--- src/verilog/exu_pkg.sv ---
// execution stage shared widths, opcodes, instruction views and channel types
package exu_pkg;

  localparam int XLEN    = 32;
  localparam int RFIDX_W = 5;
  localparam int ITAG_W  = 2;
  localparam int INSTR_W = 32;

  // major opcodes of the supported subset
  localparam logic [6:0] OPC_OP     = 7'b0110011;
  localparam logic [6:0] OPC_OP_IMM = 7'b0010011;
  localparam logic [6:0] OPC_LOAD   = 7'b0000011;

  typedef struct packed {
    logic [6:0]         funct7;
    logic [RFIDX_W-1:0] rs2;
    logic [RFIDX_W-1:0] rs1;
    logic [2:0]         funct3;
    logic [RFIDX_W-1:0] rd;
    logic [6:0]         opcode;
  } instr_r_t;

  typedef struct packed {
    logic [11:0]        imm12;
    logic [RFIDX_W-1:0] rs1;
    logic [2:0]         funct3;
    logic [RFIDX_W-1:0] rd;
    logic [6:0]         opcode;
  } instr_i_t;

  // one instruction word, two decodings
  typedef union packed {
    instr_r_t r;
    instr_i_t i;
  } instr_u;

  typedef enum logic [2:0] {
    ALU_ADD = 3'd0,
    ALU_SUB = 3'd1,
    ALU_AND = 3'd2,
    ALU_OR  = 3'd3,
    ALU_XOR = 3'd4
  } alu_op_e;

  typedef struct packed {
    alu_op_e            alu_op;
    logic               use_imm;
    logic               is_load;
    logic               rs1en;
    logic               rs2en;
    logic               rdwen;
    logic [RFIDX_W-1:0] rdidx;
    logic [XLEN-1:0]    imm;
  } dec_info_t;

  typedef struct packed {
    logic [XLEN-1:0]   addr;
    logic [ITAG_W-1:0] itag;
  } lsu_cmd_t;

  typedef struct packed {
    logic [XLEN-1:0]   rdata;
    logic [ITAG_W-1:0] itag;
  } lsu_rsp_t;

  typedef struct packed {
    logic [RFIDX_W-1:0] rdidx;
    logic [XLEN-1:0]    wdat;
  } wbck_t;

endpackage

--- src/verilog/exu_regfile.sv ---
// integer register file, two combinational read ports and one write port
`timescale 1ns/1ps

module exu_regfile (
  input  logic [exu_pkg::RFIDX_W-1:0] i_rs1idx,
  input  logic [exu_pkg::RFIDX_W-1:0] i_rs2idx,
  output logic [exu_pkg::XLEN-1:0]    o_rs1,
  output logic [exu_pkg::XLEN-1:0]    o_rs2,
  input  logic                        i_wen,
  input  exu_pkg::wbck_t              i_wbck,
  input  logic                        clk,
  input  logic                        i_rst_n
);

  // x0 has no storage
  logic [exu_pkg::XLEN-1:0] rf_q [1:31];

  always_ff @(posedge clk or negedge i_rst_n) begin
    if (!i_rst_n) begin
      for (int k = 1; k < 32; k++) begin
        rf_q[k] <= '0;
      end
    end else if (i_wen && (i_wbck.rdidx != '0)) begin
      rf_q[i_wbck.rdidx] <= i_wbck.wdat;
    end
  end

  assign o_rs1 = (i_rs1idx == '0) ? '0 : rf_q[i_rs1idx];
  assign o_rs2 = (i_rs2idx == '0) ? '0 : rf_q[i_rs2idx];

endmodule

--- src/verilog/exu_decode.sv ---
// rv32i subset decoder producing the info bus and sign-extended immediate
`timescale 1ns/1ps

module exu_decode (
  input  exu_pkg::instr_u    i_instr,
  output exu_pkg::dec_info_t o_info
);

  logic [2:0] funct3;
  logic [6:0] funct7;
  logic       sel_op;
  logic       sel_op_imm;
  logic       sel_load;
  logic       known_f3;

  assign funct3     = i_instr.r.funct3;
  assign funct7     = i_instr.r.funct7;
  assign sel_op     = (i_instr.r.opcode == exu_pkg::OPC_OP);
  assign sel_op_imm = (i_instr.i.opcode == exu_pkg::OPC_OP_IMM);
  assign sel_load   = (i_instr.i.opcode == exu_pkg::OPC_LOAD) && (funct3 == 3'b010);

  // funct3 codes shared by the register and immediate forms
  assign known_f3 = (funct3 == 3'b000) || (funct3 == 3'b100) ||
                    (funct3 == 3'b110) || (funct3 == 3'b111);

  always_comb begin
    o_info         = '0;
    o_info.rdidx   = i_instr.r.rd;
    o_info.imm     = {{(exu_pkg::XLEN-12){i_instr.i.imm12[11]}}, i_instr.i.imm12};
    case (funct3)
      3'b100:  o_info.alu_op = exu_pkg::ALU_XOR;
      3'b110:  o_info.alu_op = exu_pkg::ALU_OR;
      3'b111:  o_info.alu_op = exu_pkg::ALU_AND;
      default: o_info.alu_op = exu_pkg::ALU_ADD;
    endcase
    if (sel_op && known_f3 && (funct7 == 7'b0000000)) begin
      o_info.rs1en = 1'b1;
      o_info.rs2en = 1'b1;
      o_info.rdwen = 1'b1;
    end else if (sel_op && (funct3 == 3'b000) && (funct7 == 7'b0100000)) begin
      o_info.alu_op = exu_pkg::ALU_SUB;
      o_info.rs1en  = 1'b1;
      o_info.rs2en  = 1'b1;
      o_info.rdwen  = 1'b1;
    end else if (sel_op_imm && known_f3) begin
      o_info.use_imm = 1'b1;
      o_info.rs1en   = 1'b1;
      o_info.rdwen   = 1'b1;
    end else if (sel_load) begin
      o_info.use_imm = 1'b1;
      o_info.is_load = 1'b1;
      o_info.rs1en   = 1'b1;
      o_info.rdwen   = 1'b1;
    end
    // x0 never creates a dependency
    if (i_instr.r.rs1 == '0) o_info.rs1en = 1'b0;
    if (i_instr.r.rs2 == '0) o_info.rs2en = 1'b0;
    if (i_instr.r.rd == '0) o_info.rdwen = 1'b0;
  end

endmodule

--- src/verilog/exu_oitf.sv ---
// outstanding instruction track FIFO for long-pipe loads
`timescale 1ns/1ps

module exu_oitf #(
  parameter int OITF_DEPTH = 4
) (
  input  logic                        i_dis_ena,
  input  logic [exu_pkg::RFIDX_W-1:0] i_dis_rdidx,
  output logic [exu_pkg::ITAG_W-1:0]  o_dis_ptr,
  output logic                        o_full,
  input  logic                        i_ret_ena,
  output logic [exu_pkg::RFIDX_W-1:0] o_ret_rdidx,
  input  logic [exu_pkg::RFIDX_W-1:0] i_rs1idx,
  input  logic [exu_pkg::RFIDX_W-1:0] i_rs2idx,
  input  logic [exu_pkg::RFIDX_W-1:0] i_rdidx,
  input  logic                        i_rs1en,
  input  logic                        i_rs2en,
  input  logic                        i_rdwen,
  output logic                        o_match,
  input  logic                        clk,
  input  logic                        i_rst_n
);

  logic [exu_pkg::ITAG_W-1:0]  wr_ptr_q;
  logic [exu_pkg::ITAG_W-1:0]  rd_ptr_q;
  logic [OITF_DEPTH-1:0]       vld_q;
  logic [exu_pkg::RFIDX_W-1:0] rdidx_q [OITF_DEPTH];

  // wraps at the depth, not at the pointer width
  function automatic logic [exu_pkg::ITAG_W-1:0] ptr_inc(
    input logic [exu_pkg::ITAG_W-1:0] ptr
  );
    if (ptr == exu_pkg::ITAG_W'(OITF_DEPTH - 1)) begin
      return '0;
    end
    return ptr + 1'b1;
  endfunction

  //////////////////////////////
  // pointers and valid bits
  //////////////////////////////
  always_ff @(posedge clk or negedge i_rst_n) begin
    if (!i_rst_n) begin
      wr_ptr_q <= '0;
      rd_ptr_q <= '0;
      vld_q    <= '0;
    end else begin
      if (i_dis_ena) begin
        vld_q[wr_ptr_q] <= 1'b1;
        wr_ptr_q        <= ptr_inc(wr_ptr_q);
      end
      if (i_ret_ena) begin
        vld_q[rd_ptr_q] <= 1'b0;
        rd_ptr_q        <= ptr_inc(rd_ptr_q);
      end
    end
  end

  always_ff @(posedge clk) begin
    if (i_dis_ena) begin
      rdidx_q[wr_ptr_q] <= i_dis_rdidx;
    end
  end

  // the slot under the write pointer still busy means no room
  assign o_full      = vld_q[wr_ptr_q];
  assign o_dis_ptr   = wr_ptr_q;
  assign o_ret_rdidx = rdidx_q[rd_ptr_q];

  // RAW and WAW check against every live entry
  always_comb begin
    o_match = 1'b0;
    for (int k = 0; k < OITF_DEPTH; k++) begin
      if (vld_q[k] && ((i_rs1en && (rdidx_q[k] == i_rs1idx)) ||
                       (i_rs2en && (rdidx_q[k] == i_rs2idx)) ||
                       (i_rdwen && (rdidx_q[k] == i_rdidx)))) begin
        o_match = 1'b1;
      end
    end
  end

endmodule

--- src/verilog/exu_disp.sv ---
// dispatch, hazard stall and routing of one instruction to ALU or load command
`timescale 1ns/1ps

module exu_disp (
  input  logic               i_valid,
  output logic               o_ready,
  input  exu_pkg::dec_info_t i_info,
  input  logic               i_oitf_full,
  input  logic               i_oitf_match,
  input  logic               i_lsu_cmd_ready,
  input  logic               i_alu_wbck_busy,
  output logic               o_alu_fire,
  output logic               o_load_fire,
  output logic               o_lsu_cmd_valid
);

  logic load_can_go;
  logic alu_can_go;

  // a load needs an OITF slot and no pending dependency
  assign load_can_go = ~i_oitf_match & ~i_oitf_full;

  // everything else writes in this cycle, so it needs the write port
  assign alu_can_go = ~i_oitf_match & ~i_alu_wbck_busy;

  // command valid is independent of command ready
  assign o_lsu_cmd_valid = i_valid & i_info.is_load & load_can_go;

  assign o_ready = i_info.is_load ? (load_can_go & i_lsu_cmd_ready) : alu_can_go;

  assign o_load_fire = o_lsu_cmd_valid & i_lsu_cmd_ready;
  assign o_alu_fire  = i_valid & ~i_info.is_load & alu_can_go;

endmodule

--- src/verilog/exu_alu.sv ---
// integer ALU, also forms the load address
`timescale 1ns/1ps

module exu_alu (
  input  exu_pkg::dec_info_t       i_info,
  input  logic [exu_pkg::XLEN-1:0] i_rs1,
  input  logic [exu_pkg::XLEN-1:0] i_rs2,
  output logic [exu_pkg::XLEN-1:0] o_result
);

  logic [exu_pkg::XLEN-1:0] op2;
  exu_pkg::alu_op_e         op;

  // loads always add the offset to rs1
  assign op2 = (i_info.use_imm | i_info.is_load) ? i_info.imm : i_rs2;
  assign op  = i_info.is_load ? exu_pkg::ALU_ADD : i_info.alu_op;

  always_comb begin
    case (op)
      exu_pkg::ALU_SUB: o_result = i_rs1 - op2;
      exu_pkg::ALU_AND: o_result = i_rs1 & op2;
      exu_pkg::ALU_OR:  o_result = i_rs1 | op2;
      exu_pkg::ALU_XOR: o_result = i_rs1 ^ op2;
      default:          o_result = i_rs1 + op2;
    endcase
  end

endmodule

--- src/verilog/exu_wbck.sv ---
// final write-back arbiter, long pipe over ALU, onto the register file port
`timescale 1ns/1ps

module exu_wbck (
  input  logic                        i_alu_valid,
  input  logic [exu_pkg::RFIDX_W-1:0] i_alu_rdidx,
  input  logic [exu_pkg::XLEN-1:0]    i_alu_wdat,
  input  logic                        i_longp_valid,
  input  logic [exu_pkg::RFIDX_W-1:0] i_longp_rdidx,
  input  logic [exu_pkg::XLEN-1:0]    i_longp_wdat,
  output logic                        o_alu_busy,
  output logic                        o_wen,
  output exu_pkg::wbck_t              o_wbck
);

  // fixed priority, returning loads win
  assign o_alu_busy = i_longp_valid;

  assign o_wbck.rdidx = i_longp_valid ? i_longp_rdidx : i_alu_rdidx;
  assign o_wbck.wdat  = i_longp_valid ? i_longp_wdat : i_alu_wdat;

  // x0 writes vanish here
  assign o_wen = (i_longp_valid | i_alu_valid) & (o_wbck.rdidx != '0);

endmodule

--- src/verilog/exu_top.sv ---
// execution stage top level, regfile, decode, dispatch, OITF, ALU and write-back
`timescale 1ns/1ps

module exu_top #(
  parameter int OITF_DEPTH = 4
) (
  input  logic              clk,
  input  logic              i_rst_n,
  input  logic              i_valid,
  input  exu_pkg::instr_u   i_instr,
  output logic              o_ready,
  output logic              o_lsu_cmd_valid,
  output exu_pkg::lsu_cmd_t o_lsu_cmd,
  input  logic              i_lsu_cmd_ready,
  input  logic              i_lsu_rsp_valid,
  input  exu_pkg::lsu_rsp_t i_lsu_rsp,
  output logic              o_lsu_rsp_ready,
  output logic              o_wbck_valid,
  output exu_pkg::wbck_t    o_wbck
);

  logic [exu_pkg::XLEN-1:0]    rf_rs1;
  logic [exu_pkg::XLEN-1:0]    rf_rs2;
  exu_pkg::dec_info_t          dec_info;
  logic [exu_pkg::ITAG_W-1:0]  oitf_dis_ptr;
  logic [exu_pkg::RFIDX_W-1:0] oitf_ret_rdidx;
  logic                        oitf_full;
  logic                        oitf_match;
  logic                        alu_fire;
  logic                        load_fire;
  logic                        alu_busy;
  logic [exu_pkg::XLEN-1:0]    alu_result;
  logic                        rsp_ready_q;
  logic                        rsp_fire;

  // response side opens one cycle out of reset and stays open
  always_ff @(posedge clk or negedge i_rst_n) begin
    if (!i_rst_n) begin
      rsp_ready_q <= 1'b0;
    end else begin
      rsp_ready_q <= 1'b1;
    end
  end

  assign o_lsu_rsp_ready = rsp_ready_q;
  assign rsp_fire        = i_lsu_rsp_valid & rsp_ready_q;

  //////////////////////////////
  // operand read and decode
  //////////////////////////////
  exu_regfile u_regfile (
    .i_rs1idx (i_instr.r.rs1),
    .i_rs2idx (i_instr.r.rs2),
    .o_rs1    (rf_rs1),
    .o_rs2    (rf_rs2),
    .i_wen    (o_wbck_valid),
    .i_wbck   (o_wbck),
    .clk      (clk),
    .i_rst_n  (i_rst_n)
  );

  exu_decode u_decode (
    .i_instr (i_instr),
    .o_info  (dec_info)
  );

  //////////////////////////////
  // hazard tracking and dispatch
  //////////////////////////////
  exu_oitf #(
    .OITF_DEPTH (OITF_DEPTH)
  ) u_oitf (
    .i_dis_ena   (load_fire),
    .i_dis_rdidx (dec_info.rdidx),
    .o_dis_ptr   (oitf_dis_ptr),
    .o_full      (oitf_full),
    .i_ret_ena   (rsp_fire),
    .o_ret_rdidx (oitf_ret_rdidx),
    .i_rs1idx    (i_instr.r.rs1),
    .i_rs2idx    (i_instr.r.rs2),
    .i_rdidx     (dec_info.rdidx),
    .i_rs1en     (dec_info.rs1en),
    .i_rs2en     (dec_info.rs2en),
    .i_rdwen     (dec_info.rdwen),
    .o_match     (oitf_match),
    .clk         (clk),
    .i_rst_n     (i_rst_n)
  );

  exu_disp u_disp (
    .i_valid         (i_valid),
    .o_ready         (o_ready),
    .i_info          (dec_info),
    .i_oitf_full     (oitf_full),
    .i_oitf_match    (oitf_match),
    .i_lsu_cmd_ready (i_lsu_cmd_ready),
    .i_alu_wbck_busy (alu_busy),
    .o_alu_fire      (alu_fire),
    .o_load_fire     (load_fire),
    .o_lsu_cmd_valid (o_lsu_cmd_valid)
  );

  exu_alu u_alu (
    .i_info   (dec_info),
    .i_rs1    (rf_rs1),
    .i_rs2    (rf_rs2),
    .o_result (alu_result)
  );

  // load command carries the OITF slot as its tag
  assign o_lsu_cmd.addr = alu_result;
  assign o_lsu_cmd.itag = oitf_dis_ptr;

  exu_wbck u_wbck (
    .i_alu_valid   (alu_fire & dec_info.rdwen),
    .i_alu_rdidx   (dec_info.rdidx),
    .i_alu_wdat    (alu_result),
    .i_longp_valid (rsp_fire),
    .i_longp_rdidx (oitf_ret_rdidx),
    .i_longp_wdat  (i_lsu_rsp.rdata),
    .o_alu_busy    (alu_busy),
    .o_wen         (o_wbck_valid),
    .o_wbck        (o_wbck)
  );

endmodule

--- config.mk ---
export PLATFORM = sky130hd
export DESIGN_NAME = exu_top
export DESIGN_NICKNAME = d
export VERILOG_FILES = /design/src/verilog/exu_pkg.sv /design/src/verilog/exu_regfile.sv /design/src/verilog/exu_decode.sv /design/src/verilog/exu_oitf.sv /design/src/verilog/exu_disp.sv /design/src/verilog/exu_alu.sv /design/src/verilog/exu_wbck.sv /design/src/verilog/exu_top.sv
export SDC_FILE = /design/constraint.sdc
export NUM_CORES = 2
export LEC_CHECK = 0
export BUFFER_PORTS_ARGS = -buffer_cell sky130_fd_sc_hd__buf_2
export CORE_ASPECT_RATIO = 2
export CORE_MARGIN = 1.5
export CORE_UTILIZATION = 55
export CTS_CLUSTER_SIZE = 40
export DETAILED_ROUTE_END_ITERATION = 8
export PLACE_DENSITY = 0.69
export REMOVE_ABC_BUFFERS = 1
export SETUP_SLACK_MARGIN = 0.5
export SKIP_CTS_REPAIR_TIMING = 1
export SLEW_MARGIN = 10
export SYNTH_ARGS = -nofsm -noshare
export SYNTH_HDL_FRONTEND = slang
export SYNTH_SLANG_ARGS = --single-unit
export TNS_END_PERCENT = 5
--- constraint.sdc ---
create_clock -name clk -period 10.34 [get_ports clk]
set_clock_uncertainty 0.15 [all_clocks]
set_input_delay 1.551 -clock clk [delete_from_list [all_inputs] [get_ports clk]]
set_output_delay 1.551 -clock clk [all_outputs]
set_load 0.05 [all_outputs]
==> key figures <==
STA
  – TNS Setup: 0 ps
  – Max Slew Vio Count: 0
  – # setup viols final: 0
  – Slew @ Worst Pin: about 1200 ps
  – Fmax: 102 MHz
  – RSZ-0062 raised after global routing: true
  – Post-layout min period: 9770 ps
  – Final hold violations: 0
  – Final WS setup: between 500 and 600 ps
  – Relative slew slack: 0.218
  – Fin crit share: 0.945

Floorplanning
  – Die X: 234 microns
  – Num rows: roughly 170
  – Starting density of the core: 0.554
  – Core area: 106,000 sq um
  – Die area: 109,000 sq um
  – Die H: 464 microns
  – # IOs: 146

Synthesis
  – Post-synthesis cell count: 5,363
  – Register area share after synthesis: 0.438
  – EDFF count, synth: 20
  – Cell variety after synth: 94
  – Top_reg_cell synth: dfrtp_1
  – Synth async-reset ratio: 0.980
  – Number of synthesized register bits: ~1,000
  – Biggest area consumer among synthesized cells: dfrtp_1
  – Synthesis warning total: 0
  – Synthesized cell area: 58,500 sq um
  – Post-synth top area share: 0.428
  – Top post-synthesis cells by area: dfrtp_1 43%, mux4_2 20%, o21ai_0 7.9%
  – Mapped Avg Cell Area: 10.9 sq um

Clock network
  – Root Buffer: clkbuf_16
  – Clk sink count: 1,021
  – Number of CTS-inserted buffers: 90
  – Clk_lat worst skew: 730 ps
  – Buffers from clock root to sink, at most: 3
  – CTS tree: built
  – Clk pin slew, worst setup/hold paths: 70 ps
  – H-tree depth: 3

Critical path
  – Required @ worst endpoint: 8640 ps
  – CP Class: input pin to output pin
  – Critical Path Max Stage Delay: around 660 ps
  – CP Buf/Inv Count: 7
  – Crit path max-delay family: simple AND/OR/NAND/NOR gates
  – Critical R2R Launch: u_regfile.rf_q[641]$_DFFE_PN0P_
  – Worst setup EP type: output pin
  – Critical R2R Capture: u_regfile.rf_q[31]$_DFFE_PN0P_
  – CP Max Fanout: 6
  – Most frequent CP cell: buf_4
  – Worst EP arrival: 8070 ps
  – Flop2flop setup slack: 3460 ps
  – Crit-path slowest cell: o311ai_4
  – Worst Setup Start Kind: input pin
  – Cells on worst reg2reg path: 25

Min path
  – Worst Hold Depth: 2
  – Worst Hold Path EP: u_regfile.rf_q[295]$_DFFE_PN0P_
  – Hold path start: u_regfile.rf_q[295]$_DFFE_PN0P_
  – Worst Hold Class: register to register

Drt
  – Starting DRT DRC Count: 5,455
  – Via density: slightly below 7
  – Remaining antenna violation count after routing: 0
  – 1st-pass router iterations: 6
  – Total number of vias: 46,500
  – DRC viols: 0
  – Routed WL per cell: just over 30 microns
  – Post-Route WL: 209,000 microns

Power and ir drop
  – Part of the power in registers: 0.361
  – LEAKAGE: around 29 nW
  – Switching share of power: 0.412
  – Pint: 10.5 mW
  – Combinational power share: 0.431
  – Worst ir drop on vdd: approximately 0.00023 V
  – P_sw: ~7.4 mW
  – Clock Power Share: 0.208
  – Pwr dens: 276 nW/um^2

Global routing
  – Initial antenna violation count: 5
  – GRT Overall Usage: 0.392
  – Vias in the first global route: around 47,000
  – Largest net degree at the start of global routing: 158
  – First-pass GRT wire length: between 300,000 and 400,000 microns
  – Grt ovf: 0

Placement
  – Pre-CTS setup slack: -140 ps
  – HPWL Detailed: 134,000 microns
  – Port buffer count: 143
  – Global placer's final weighted congestion: 0.992

Job
  – Max Cap Violations: 0

Cells and area
  – Layout cells sized above 1: 0.251
  – P&R area growth vs syn: 10.7%
  – Final core utilization: 0.613
  – Nets@finish: 5,507

Status
  – Status: completed
-- synth_stat cells (6+ instances only) --
library cell and n:
ha_1 103, a211oi_1 22, buf_2 47, and3_1 12, buf_4 11, nand3_1 34, o22ai_1 28, nor2b_1 11
a21oi_1 102, mux2_2 143, a31oi_1 6, xor2_1 36, o31ai_1 16, o211ai_1 7, a221oi_1 18, or2_2 30
nor2_1 125, a22oi_1 55, o21bai_1 7, nor3_1 19, mux4_2 531, buf_6 9, nand2_1 1017, buf_1 53
inv_2 7, a21o_1 13, edfxtp_1 20, o21ai_1 35, and2_1 23, o21ai_0 920, o2bb2ai_1 14, o21a_1 8
a22o_1 36, nor4_1 11, xnor2_1 75, a21boi_0 7, mux2i_1 105, o32ai_1 7, nand2b_1 13, clkbuf_1 399
dfrtp_1 1001, nand4_1 14, inv_1 117
-- stage by stage --
stage	cell area, sq um	std cells	hold WS [ps]	total power, mW
CTS	64400	6755	349	17.7
floorplan	56400	4841	309	11.1
global placement	61200	6589	323	13.7
detailed placement	61200	6589	334	14.0
finish	64800	6776	346	17.9
global route	64800	6775	369	18.8
-- area by class of cell --
class / count / area [sq um]
antenna: 2 / 5.00
clock buffer: 120 / 2590
clock inverter: 46 / 629
fill: 8592 / 41000
inverter: 125 / 475
multi-input combinational: 3695 / 30700
sequential: 1021 / 25600
tap: 1368 / 1710
timing repair buffer: 399 / 3030
-- cell usage in the layout, fill, tap and decap left out, drive strengths merged, types with 7 or more instances in the layout --
cell type,count
a211oi,25
a21boi,8
a21o,13
a21oi,102
a221oi,23
a22o,36
a22oi,55
and2,24
and3,12
buf,398
bufinv,13
clkbuf,121
clkinv,27
dfrtp,1001
edfxtp,20
ha,103
inv,128
mux2,143
mux2i,105
mux4,531
nand2,1019
nand2b,13
nand3,36
nand4,15
nor2,125
nor2b,11
nor3,21
nor4,14
o211ai,7
o21a,8
o21ai,958
o21bai,7
o22ai,28
o2bb2ai,14
o31ai,16
o32ai,7
or2,30
xnor2,76
xor2,36
-- registers in the layout (all words and copies together) (netlist names) --
signal	flops
u_regfile.rf_q	992
u_oitf.rdidx_q	20
u_oitf.vld_q	4
u_oitf.o_dis_ptr	2
u_oitf.rd_ptr_q	2
o_lsu_rsp_ready	1
-- how the worst max path moves through the flow --
stage / startpoint / end / slack [ps] / cells after the start
after floorplan: i_instr[6] / o_wbck[24] / -1260 / 21
after global placement: i_instr[14] / o_wbck[25] / 10 / 27
after detailed placement: i_instr[14] / o_wbck[25] / -140 / 27
after CTS: i_instr[14] / o_wbck[25] / -150 / 27
after global routing: i_instr[14] / o_wbck[29] / 360 / 29
final: i_instr[14] / o_wbck[31] / 570 / 28
-- power groups by stage --
| stage | registers [mW] | clock network [mW] | logic [mW] |
|---|---|---|---|
| 2_1_floorplan | 6.09 | 0 | 5.03 |
| 3_3_place_gp | 6.35 | 0 | 7.35 |
| 3_5_place_dp | 6.47 | 0 | 7.50 |
| 4_1_cts | 6.40 | 3.76 | 7.54 |
| 5_1_grt | 6.60 | 3.90 | 8.31 |
| 6_report | 6.46 | 3.73 | 7.71 |
-- routing by layer --
layer  track usage  routed length [microns]  vias to the layer above  share of wire
met2         0.613                    98200                     2883           0.47
met1         0.458                    69000                    23300           0.33
met5             0                       11                        -       0.000053
li1              -                        -                    19400              -
met4         0.325                    21300                        2           0.10
met3        0.0902                    20800                      961           0.10
-- worst register-to-register path, cell delays in order, from the launching register on --
cell	delay, ps
dfrtp_1	410
mux4_2	480
mux4_2	530
a221oi_2	340
ha_1	240
inv_1	100
nor4_4	390
buf_4	180
nand3_1	120
or3_4	410
or4_4	570
and2_4	180
xnor2_2	120
ha_2	340
a21oi_1	170
o21ai_0	100
a21oi_1	190
nor2_1	70
or2_2	270
o311a_1	120
nor2_1	130
o21ai_2	110
buf_6	160
o21ai_2	300
buf_4	410
o21ai_1	130
-- cell families (layout without fill, tap and decap cells) --
kind of cell / Yosys count / in the layout / share of synthesized area
buffers and inverters: 647 / 690 / 0.0450
adders and majority gates: 104 / 104 / 0.0224
DFF: 1021 / 1021 / 0.438
muxes: 779 / 779 / 0.250
other: 1 / 3 / 0.0000641
and+or+nand+nor: 1348 / 1348 / 0.0961
xor gates and xnor gates: 112 / 112 / 0.0169
AOI/OAI and AO/OA: 1351 / 1351 / 0.132
No activity file was read; power rests on OpenSTA's default activity.
